$ cat src/design/tank_pkg.sv
//**********************************************************************
// tank playfield definitions
// grid size, coordinates, facings, enemy layout and player spawn cell
//**********************************************************************

package tank_pkg;

	localparam int GRID_CELLS  = 32;
	localparam int NUM_ENEMIES = 4;

	typedef logic [4:0] coord_t;	// one axis, 0 to 31
	typedef logic [2:0] score_t;	// 0 to 4

	// UP lowers y, LEFT lowers x
	typedef enum logic [1:0] {UP, DOWN, LEFT, RIGHT} dir_t;

	localparam coord_t COORD_MAX = coord_t'(GRID_CELLS - 1);

	// enemies stand in one row near the top edge
	localparam coord_t ENEMY_X [NUM_ENEMIES] = '{5'd4, 5'd12, 5'd20, 5'd28};
	localparam coord_t ENEMY_Y [NUM_ENEMIES] = '{5'd4, 5'd4, 5'd4, 5'd4};

	localparam coord_t SPAWN_X   = 5'd16;
	localparam coord_t SPAWN_Y   = 5'd28;
	localparam dir_t   SPAWN_DIR = UP;

	// next cell in direction d and whether it is still on the grid
	function automatic logic step_cell(
		input  coord_t x,
		input  coord_t y,
		input  dir_t   d,
		output coord_t nx,
		output coord_t ny
	);
		logic ok;
		nx = x;
		ny = y;
		case (d)
			UP:
			begin
				ok = (y != 5'd0);
				ny = y - 5'd1;
			end
			DOWN:
			begin
				ok = (y != COORD_MAX);
				ny = y + 5'd1;
			end
			LEFT:
			begin
				ok = (x != 5'd0);
				nx = x - 5'd1;
			end
			default:
			begin
				ok = (x != COORD_MAX);
				nx = x + 5'd1;
			end
		endcase
		return ok;
	endfunction

endpackage

$ cat src/design/button_sync.sv
//**********************************************************************
// button synchronizer
// two-flop sync per button, held levels and one-cycle press pulses
//**********************************************************************

`timescale 1ns/10ps

module button_sync
(
	input  logic clk_100M,
	input  logic arst_n,
	input  logic btn_up,
	input  logic btn_down,
	input  logic btn_left,
	input  logic btn_right,
	input  logic btn_fire,
	input  logic btn_start,
	output logic up_held,
	output logic down_held,
	output logic left_held,
	output logic right_held,
	output logic move_press,
	output logic fire_press,
	output logic start_press
);

	logic [5:0] btn_raw;
	logic [5:0] sync_1;
	logic [5:0] sync_2;
	logic [5:0] prev;	// last synced value
	logic [5:0] rise;

	// bit order start fire right left down up
	assign btn_raw = {btn_start, btn_fire, btn_right, btn_left, btn_down, btn_up};
	assign rise    = sync_2 & ~prev;

	always_ff @(posedge clk_100M or negedge arst_n)
	begin
		if (!arst_n)
		begin
			sync_1      <= '0;
			sync_2      <= '0;
			prev        <= '0;
			move_press  <= 1'b0;
			fire_press  <= 1'b0;
			start_press <= 1'b0;
		end
		else
		begin
			sync_1      <= btn_raw;
			sync_2      <= sync_1;
			prev        <= sync_2;
			move_press  <= |rise[3:0];	// any direction
			fire_press  <= rise[4];
			start_press <= rise[5];
		end
	end

	assign up_held    = sync_2[0];
	assign down_held  = sync_2[1];
	assign left_held  = sync_2[2];
	assign right_held = sync_2[3];

endmodule

$ cat src/design/game_mode.sv
//**********************************************************************
// round state machine
// idle until start, playing until every enemy is gone, then over
//**********************************************************************

`timescale 1ns/10ps

module game_mode
(
	input  logic                             clk_100M,
	input  logic                             arst_n,
	input  logic                             start_press,
	input  logic [tank_pkg::NUM_ENEMIES-1:0] enemy_alive,
	output logic                             playing,
	output logic                             game_over,
	output logic                             round_start
);

	typedef enum logic [1:0] {IDLE, PLAY, OVER} state_t;

	state_t state;

	always_ff @(posedge clk_100M or negedge arst_n)
	begin
		if (!arst_n)
		begin
			state       <= IDLE;
			round_start <= 1'b0;
		end
		else
		begin
			round_start <= 1'b0;
			case (state)
				IDLE, OVER:
				begin
					if (start_press)
					begin
						state       <= PLAY;
						round_start <= 1'b1;
					end
				end
				PLAY:
				begin
					// flags are still clear while round_start is out
					if (!round_start && enemy_alive == '0)
						state <= OVER;
				end
				default:
					state <= IDLE;
			endcase
		end
	end

	assign playing   = (state == PLAY);
	assign game_over = (state == OVER);

endmodule

$ cat src/design/player_tank.sv
//**********************************************************************
// player tank
// turns and moves one cell per press, blocked by the edge and by
// living enemies
//**********************************************************************

`timescale 1ns/10ps

module player_tank
(
	input  logic                             clk_100M,
	input  logic                             arst_n,
	input  logic                             playing,
	input  logic                             round_start,
	input  logic                             move_press,
	input  logic                             up_held,
	input  logic                             down_held,
	input  logic                             left_held,
	input  logic                             right_held,
	input  logic [tank_pkg::NUM_ENEMIES-1:0] enemy_alive,
	output tank_pkg::coord_t                 tank_x,
	output tank_pkg::coord_t                 tank_y,
	output tank_pkg::dir_t                   tank_dir
);

	tank_pkg::dir_t   want_dir;
	logic             want_valid;
	tank_pkg::coord_t nx;
	tank_pkg::coord_t ny;
	logic             in_grid;
	logic             blocked;

	// up wins over down over left over right
	always_comb
	begin
		want_valid = 1'b1;
		want_dir   = tank_dir;
		if (up_held)
			want_dir = tank_pkg::UP;
		else if (down_held)
			want_dir = tank_pkg::DOWN;
		else if (left_held)
			want_dir = tank_pkg::LEFT;
		else if (right_held)
			want_dir = tank_pkg::RIGHT;
		else
			want_valid = 1'b0;	// released before the pulse
	end

	always_comb
	begin
		in_grid = tank_pkg::step_cell(tank_x, tank_y, want_dir, nx, ny);
		blocked = 1'b0;
		for (int i = 0; i < tank_pkg::NUM_ENEMIES; i++)
		begin
			if (enemy_alive[i] && nx == tank_pkg::ENEMY_X[i] && ny == tank_pkg::ENEMY_Y[i])
				blocked = 1'b1;
		end
	end

	always_ff @(posedge clk_100M or negedge arst_n)
	begin
		if (!arst_n)
		begin
			tank_x   <= tank_pkg::SPAWN_X;
			tank_y   <= tank_pkg::SPAWN_Y;
			tank_dir <= tank_pkg::SPAWN_DIR;
		end
		else if (round_start)
		begin
			tank_x   <= tank_pkg::SPAWN_X;
			tank_y   <= tank_pkg::SPAWN_Y;
			tank_dir <= tank_pkg::SPAWN_DIR;
		end
		else if (playing && move_press && want_valid)
		begin
			tank_dir <= want_dir;	// turn even when the move is refused
			if (in_grid && !blocked)
			begin
				tank_x <= nx;
				tank_y <= ny;
			end
		end
	end

endmodule

$ cat src/design/bullet.sv
//**********************************************************************
// player bullet
// launched from the tank cell, steps one cell every BULLET_DIV clocks
// until it leaves the grid or strikes an enemy
//**********************************************************************

`timescale 1ns/10ps

module bullet
#(
	parameter int BULLET_DIV = 4
)
(
	input  logic             clk_100M,
	input  logic             arst_n,
	input  logic             playing,
	input  logic             round_start,
	input  logic             fire_press,
	input  tank_pkg::coord_t tank_x,
	input  tank_pkg::coord_t tank_y,
	input  tank_pkg::dir_t   tank_dir,
	input  logic             hit,
	output logic             bul_active,
	output tank_pkg::coord_t bul_x,
	output tank_pkg::coord_t bul_y
);

	localparam int CNT_W = $clog2(BULLET_DIV);

	logic [CNT_W-1:0] step_cnt;
	tank_pkg::dir_t   bul_dir;
	tank_pkg::coord_t nx;
	tank_pkg::coord_t ny;
	logic             in_grid;
	logic             step_due;
	logic             launch;

	assign step_due = (step_cnt == CNT_W'(BULLET_DIV - 1));
	assign launch   = fire_press && playing && !bul_active && !round_start;

	always_comb
	begin
		in_grid = tank_pkg::step_cell(bul_x, bul_y, bul_dir, nx, ny);
	end

	always_ff @(posedge clk_100M or negedge arst_n)
	begin
		if (!arst_n)
		begin
			bul_active <= 1'b0;
			step_cnt   <= '0;
		end
		else if (round_start || hit)
		begin
			bul_active <= 1'b0;
			step_cnt   <= '0;
		end
		else if (!bul_active)
		begin
			bul_active <= launch;
			step_cnt   <= '0;	// counter idles between shots
		end
		else if (step_due)
		begin
			step_cnt <= '0;
			if (!in_grid)
				bul_active <= 1'b0;	// would fly off the edge
		end
		else
			step_cnt <= step_cnt + 1'b1;
	end

	// position and heading
	always_ff @(posedge clk_100M)
	begin
		if (launch)
		begin
			bul_x   <= tank_x;
			bul_y   <= tank_y;
			bul_dir <= tank_dir;
		end
		else if (bul_active && step_due && in_grid && !hit)
		begin
			bul_x <= nx;
			bul_y <= ny;
		end
	end

endmodule

$ cat src/design/enemy_field.sv
//**********************************************************************
// enemy field
// survival flags of the fixed enemies, bullet hit detection and score
//**********************************************************************

`timescale 1ns/10ps

module enemy_field
(
	input  logic                             clk_100M,
	input  logic                             arst_n,
	input  logic                             round_start,
	input  logic                             bul_active,
	input  tank_pkg::coord_t                 bul_x,
	input  tank_pkg::coord_t                 bul_y,
	output logic [tank_pkg::NUM_ENEMIES-1:0] enemy_alive,
	output logic                             hit,
	output tank_pkg::score_t                 score
);

	logic [tank_pkg::NUM_ENEMIES-1:0] strike;

	// at most one enemy per cell so strike is one-hot or zero
	always_comb
	begin
		for (int i = 0; i < tank_pkg::NUM_ENEMIES; i++)
		begin
			strike[i] = bul_active && enemy_alive[i]
				&& bul_x == tank_pkg::ENEMY_X[i]
				&& bul_y == tank_pkg::ENEMY_Y[i];
		end
	end

	always_ff @(posedge clk_100M or negedge arst_n)
	begin
		if (!arst_n)
		begin
			enemy_alive <= '0;	// nobody on the field before a round
			hit         <= 1'b0;
			score       <= '0;
		end
		else if (round_start)
		begin
			enemy_alive <= '1;
			hit         <= 1'b0;
			score       <= '0;
		end
		else
		begin
			enemy_alive <= enemy_alive & ~strike;
			hit         <= |strike;
			if (|strike)
				score <= score + 3'd1;
		end
	end

endmodule

$ cat src/design/tank_game_top.sv
//**********************************************************************
// tank game playfield top
// buttons, round control, player tank, bullet and enemy field
//**********************************************************************

`timescale 1ns/10ps

module tank_game_top
#(
	parameter int BULLET_DIV = 4	// clocks per bullet step
)
(
	input  logic                             clk_100M,
	input  logic                             arst_n,
	input  logic                             btn_up,
	input  logic                             btn_down,
	input  logic                             btn_left,
	input  logic                             btn_right,
	input  logic                             btn_fire,
	input  logic                             btn_start,
	output logic                             playing,
	output logic                             game_over,
	output tank_pkg::coord_t                 tank_x,
	output tank_pkg::coord_t                 tank_y,
	output tank_pkg::dir_t                   tank_dir,
	output logic                             bul_active,
	output tank_pkg::coord_t                 bul_x,
	output tank_pkg::coord_t                 bul_y,
	output logic [tank_pkg::NUM_ENEMIES-1:0] enemy_alive,
	output tank_pkg::score_t                 score
);

	logic up_held;
	logic down_held;
	logic left_held;
	logic right_held;
	logic move_press;
	logic fire_press;
	logic start_press;
	logic round_start;
	logic hit;

	button_sync u_button_sync
	(
		.clk_100M    (clk_100M),
		.arst_n      (arst_n),
		.btn_up      (btn_up),
		.btn_down    (btn_down),
		.btn_left    (btn_left),
		.btn_right   (btn_right),
		.btn_fire    (btn_fire),
		.btn_start   (btn_start),
		.up_held     (up_held),
		.down_held   (down_held),
		.left_held   (left_held),
		.right_held  (right_held),
		.move_press  (move_press),
		.fire_press  (fire_press),
		.start_press (start_press)
	);

	game_mode u_game_mode
	(
		.clk_100M    (clk_100M),
		.arst_n      (arst_n),
		.start_press (start_press),
		.enemy_alive (enemy_alive),
		.playing     (playing),
		.game_over   (game_over),
		.round_start (round_start)
	);

	player_tank u_player_tank
	(
		.clk_100M    (clk_100M),
		.arst_n      (arst_n),
		.playing     (playing),
		.round_start (round_start),
		.move_press  (move_press),
		.up_held     (up_held),
		.down_held   (down_held),
		.left_held   (left_held),
		.right_held  (right_held),
		.enemy_alive (enemy_alive),
		.tank_x      (tank_x),
		.tank_y      (tank_y),
		.tank_dir    (tank_dir)
	);

	bullet #(
		.BULLET_DIV (BULLET_DIV)
	) u_bullet
	(
		.clk_100M    (clk_100M),
		.arst_n      (arst_n),
		.playing     (playing),
		.round_start (round_start),
		.fire_press  (fire_press),
		.tank_x      (tank_x),
		.tank_y      (tank_y),
		.tank_dir    (tank_dir),
		.hit         (hit),
		.bul_active  (bul_active),
		.bul_x       (bul_x),
		.bul_y       (bul_y)
	);

	enemy_field u_enemy_field
	(
		.clk_100M    (clk_100M),
		.arst_n      (arst_n),
		.round_start (round_start),
		.bul_active  (bul_active),
		.bul_x       (bul_x),
		.bul_y       (bul_y),
		.enemy_alive (enemy_alive),
		.hit         (hit),
		.score       (score)
	);

endmodule

$ cat config.mk
export PLATFORM = sky130hd
export DESIGN_NAME = tank_game_top
export DESIGN_NICKNAME = d
export VERILOG_FILES = /design/src/design/tank_pkg.sv /design/src/design/button_sync.sv /design/src/design/game_mode.sv /design/src/design/player_tank.sv /design/src/design/bullet.sv /design/src/design/enemy_field.sv /design/src/design/tank_game_top.sv
export SDC_FILE = /design/constraint.sdc
export NUM_CORES = 1
export LEC_CHECK = 0
export ABC_AREA = 1
export BUFFER_PORTS_ARGS = -buffer_cell sky130_fd_sc_hd__buf_2
export CAP_MARGIN = 10
export CELL_PAD_IN_SITES_DETAIL_PLACEMENT = 1
export CELL_PAD_IN_SITES_GLOBAL_PLACEMENT = 1
export CORE_ASPECT_RATIO = 1.75
export CORE_MARGIN = 2
export CORE_UTILIZATION = 44
export CTS_CLUSTER_DIAMETER = 100
export CTS_CLUSTER_SIZE = 40
export DETAILED_ROUTE_END_ITERATION = 6
export HOLD_SLACK_MARGIN = 0.05
export PLACE_DENSITY = 0.76
export RECOVER_POWER = 25
export SYNTH_ARGS = -nofsm -noshare
export SYNTH_HDL_FRONTEND = slang
export SYNTH_SLANG_ARGS = --single-unit
$ cat constraint.sdc
create_clock -name clk_100M -period 3.43 [get_ports clk_100M]
set_input_delay 0 -clock clk_100M [delete_from_list [all_inputs] [get_ports clk_100M]]
set_output_delay 0 -clock clk_100M [all_outputs]
set_load 0.1 [all_outputs]
==> metrics.md <==
| Metric | Value |
|---|---|
| DRT Pass-1 Iters | 4 |
| Fin util | 53.1% |
| Final setup viols | 0 |
| Global-route wire length before repair | 14900 um |
| EDFF count, synth | 12 |
| CP max stage cell | dfrtp_1 |
| Post-DP Area | between 3000 and 4000 sq um |
| Crit path launch type | flip-flop |
| Setup TNS | 0 ns |
| Outcome | complete, but fails checks |
| CP endpoint kind | flip-flop |
| Dpl ws | roughly 0.25 ns |
| Tot GR Track Use | 22.9% |
| Worst slew pin tran | ~2.5 ns |
| Most common cell after layout, fill and taps aside | nand2_1 |
| Sequential fraction of the synthesis area | 45.1% |
| Routed len/inst | 16.6 um |
| Synth top area share | a little under a third |
| Total CTS buffers | 9 |
| Hold Crit Start | btn_start |
| RSZ-0062 raised after global routing | false |
| Minimum clock period | 3.11 ns |
| Die Span X | about 71 um |
| Final Skew | 0.00722 ns |
| Fin. max-slew vios | 48 |
| CTS clk-pin slew, worst paths | 0.05 ns |
| Vias in the first global route | 3076 |
| Setup ws final | 0.322 ns |
| Rel. slew slack | -65.8% |
| Die ar. | 8520 sq um |
| P per Cell Area | 928 nW/um^2 |
| Clk Latency, worst-skew pair | 0.33 ns |
| Largest net degree at the start of global routing | 48 |
| DR iter-0 viols | 107 |
| Height of the chip | 121 um |
| Detailed Route WL | 8940 um |
| Mapped Cells | roughly 400 |
| Critical path's largest stage delay | approximately 0.42 ns |
| CORE AREA | around 7600 sq um |
| Antenna viol nets, final | 0 |
| Setup Buffers After CTS | 0 |
| Fin cells | 538 |
| Hold WS | 0.314 ns |
| Top achievable clock speed | 322 MHz |
| # rows | 42 |
| Worst-case clock buffer depth | 2 |
| Hold Path Stages | 2 |
| Crit path DAT | 3.37 ns |
| Final worst path period share | between 90% and 100% |
| Worst path cell trace | nor2_4, nand2_4, nand2_8, inv_2, nor2_2, inv_1, ha_1, a21oi_1, nand2_1, nand2_1, nand3_1, nand2_1, nand3_1, nor2_2, nand3_4, nand2_4, nand2_1, nand2_1, nand2_1 |
| Peak supply drop | 0.537 mV |
| Initial antenna violation count | 0 |
| Pwr Total | 3.73 mW |
| TritonCTS clock tree | done |
| Violated checks | max-capacitance violations, max-slew violations |
| Post-Syn Nets | about 420 |
| Grt total ovfl | 0 |
| Buffers plus inverters on the worst setup path | 2 |
| Largest cells by area after synthesis | dfrtp_1 (31%), edfxtp_1 (11%), nand2_1 (9.1%) |
| Final hold vios | 0 |
| Antenna Diode Count | 0 |
| Worst path top cell family by delay | simple AND/OR/NAND/NOR gates |
| RR Endpoint | u_player_tank.tank_y[2]$_DFFE_PN1P_ |
| Hold WC Path Type | in2reg |
| Synth Register Bits | 59 |
| Area Growth Syn to Fin | 17.5% |
| Clk sinks | 59 |
| FF-to-FF Start | u_button_sync.sync_2[3]$_DFF_PN0_ |
| Yosys cell types | 40 |
| Worst setup path class | reg2reg |
| Port bufs | 39 |
| Most Crowded Layer GR | met2 |
| Met2 Use GR | 43.5% |
| P_leak | between 1.5 and 2 nW |
| R2r worst-path depth | 19 |
| Post-synth top area cell | dfrtp_1 |
| CTS H-Tree Depth | 3 |
| Placed insts | approximately 520 |
| Final instance area | 4020 sq um |
| Commonest cells after routing, fill and taps aside | nand2_1 (83), inv_1 (57), dfrtp_1 (43) |
| GR Util met3 | roughly 3.5% |
| Crit-path max FO | 17 |
| Leading register cell type out of synthesis | dfrtp_1 |
| Synthesized cell area | 3420 sq um |
| Top cell by count, worst path | nand2_1 |
| GP Congestion | 0.899 |
| Hold Path Sink | u_button_sync.sync_1[5]$_DFF_PN0_ |
| Drt drc | 0 |
| Max-cap violations | 1 |
| Yosys warns | 0 |
| IO Pins | 40 |
| Avg Inst Size Synth | just under 9 sq um |
| Initial Util | a little under half |
| DP HPWL | 6990 um |
| Ys async rst share | 79.7% |
| M1 GR Usage | roughly a quarter |
| Final net count | 472 |
| R2R setup slack | 0.32 ns |
| Via density | ~5.3 |
| CTS root buf | clkbuf_16 |
| Via count | about 2900 |
| Share of cells above drive strength 1 | 16.7% |
| Critical Path RT | around 3.7 ns |
==> repair_timing <==
| item | in CTS | in global routing |
|---|---|---|
| gates resized for setup | 0 | 1 |
| hold buffers | 7 | 0 |
| hold endpoints to repair | 49 | 0 |
| setup endpoints to repair | 0 | 3 |
==> worst max-delay path by stage <==
stage	startpoint	endpoint	slack, ns	depth (start not counted)
after global routing	u_button_sync.sync_2[3]$_DFF_PN0_	u_player_tank.tank_y[2]$_DFFE_PN1P_	0.05	21
final	u_button_sync.sync_2[3]$_DFF_PN0_	u_player_tank.tank_y[2]$_DFFE_PN1P_	0.32	19
after global placement	u_button_sync.sync_2[3]$_DFF_PN0_	u_player_tank.tank_x[4]$_DFFE_PN1P_	0.31	21
after floorplan	u_player_tank.tank_dir[1]$_DFFE_PN0P_	u_player_tank.tank_x[1]$_DFFE_PN0P_	0.33	19
after detailed placement	u_button_sync.sync_2[3]$_DFF_PN0_	u_player_tank.tank_y[3]$_DFFE_PN1P_	0.25	21
after CTS	u_button_sync.sync_2[3]$_DFF_PN0_	u_player_tank.tank_y[2]$_DFFE_PN1P_	0.20	21
==> cell usage after synthesis (4+ instances only) <==
cell type	n
nor3_1	12
nand3_2	10
nand2_1	83
nand3_1	33
inv_1	57
nor2_1	27
nand4_1	17
fa_1	4
edfxtp_1	12
dfstp_2	4
xor2_1	4
xnor2_1	6
dfrtp_1	43
a21oi_1	10
ha_1	15
o21ai_0	21
==> power by group <==
group / internal [mW] / switching (mW) / total, mW / leakage (nW)
Sequential: 0.893 / 0.203 / 1.10 / 0.667
Combinational: 0.404 / 1.37 / 1.78 / 1.17
Clock: 0.565 / 0.291 / 0.856 / 0.146
Total: 1.86 / 1.87 / 3.73 / 1.98
==> cells by family (layout without fill, tap and decap cells) <==
group / after synthesis / count (layout) / synth area share [%]
AO/OA/AOI/OAI: 40 / 40 / 6.70
XOR/XNOR: 10 / 10 / 2.56
adder cells (fa/ha/maj): 19 / 19 / 7.83
buffers and inverters: 68 / 123 / 8.53
flip-flops: 59 / 59 / 45.1
AND/OR/NAND/NOR: 199 / 199 / 29.3
==> area by class of cell <==
type                            count  area, sq um
Fill cell                         935         3550
Multi-Input combinational cell    268         1590
Sequential cell                    59         1540
Clock buffer                       15          288
Timing Repair Buffer               47          260
Inverter                           60          225
Tap cell                           88          110
Clock inverter                      1         5.00
==> state kept, by name (all words and copies together), names as in the netlist, 2 cells and up <==
| name | flops |
|---|---|
| u_bullet.bul_dir | 2 |
| u_button_sync.prev | 6 |
| u_player_tank.tank_y | 5 |
| u_player_tank.tank_dir | 2 |
| u_bullet.step_cnt | 2 |
| u_bullet.bul_y | 5 |
| u_enemy_field.enemy_alive | 4 |
| u_button_sync.sync_1 | 6 |
| u_game_mode.state | 2 |
| u_player_tank.tank_x | 5 |
| u_bullet.bul_x | 5 |
| u_enemy_field.score | 3 |
| u_button_sync.sync_2 | 6 |
==> layer usage <==
metal,vias to the layer above,wire length (um)
met2,43,5090
met4,0,226
met3,16,209
li1,1405,-
met1,1397,3420
met5,-,0
Power figures use the tool's default switching activity.
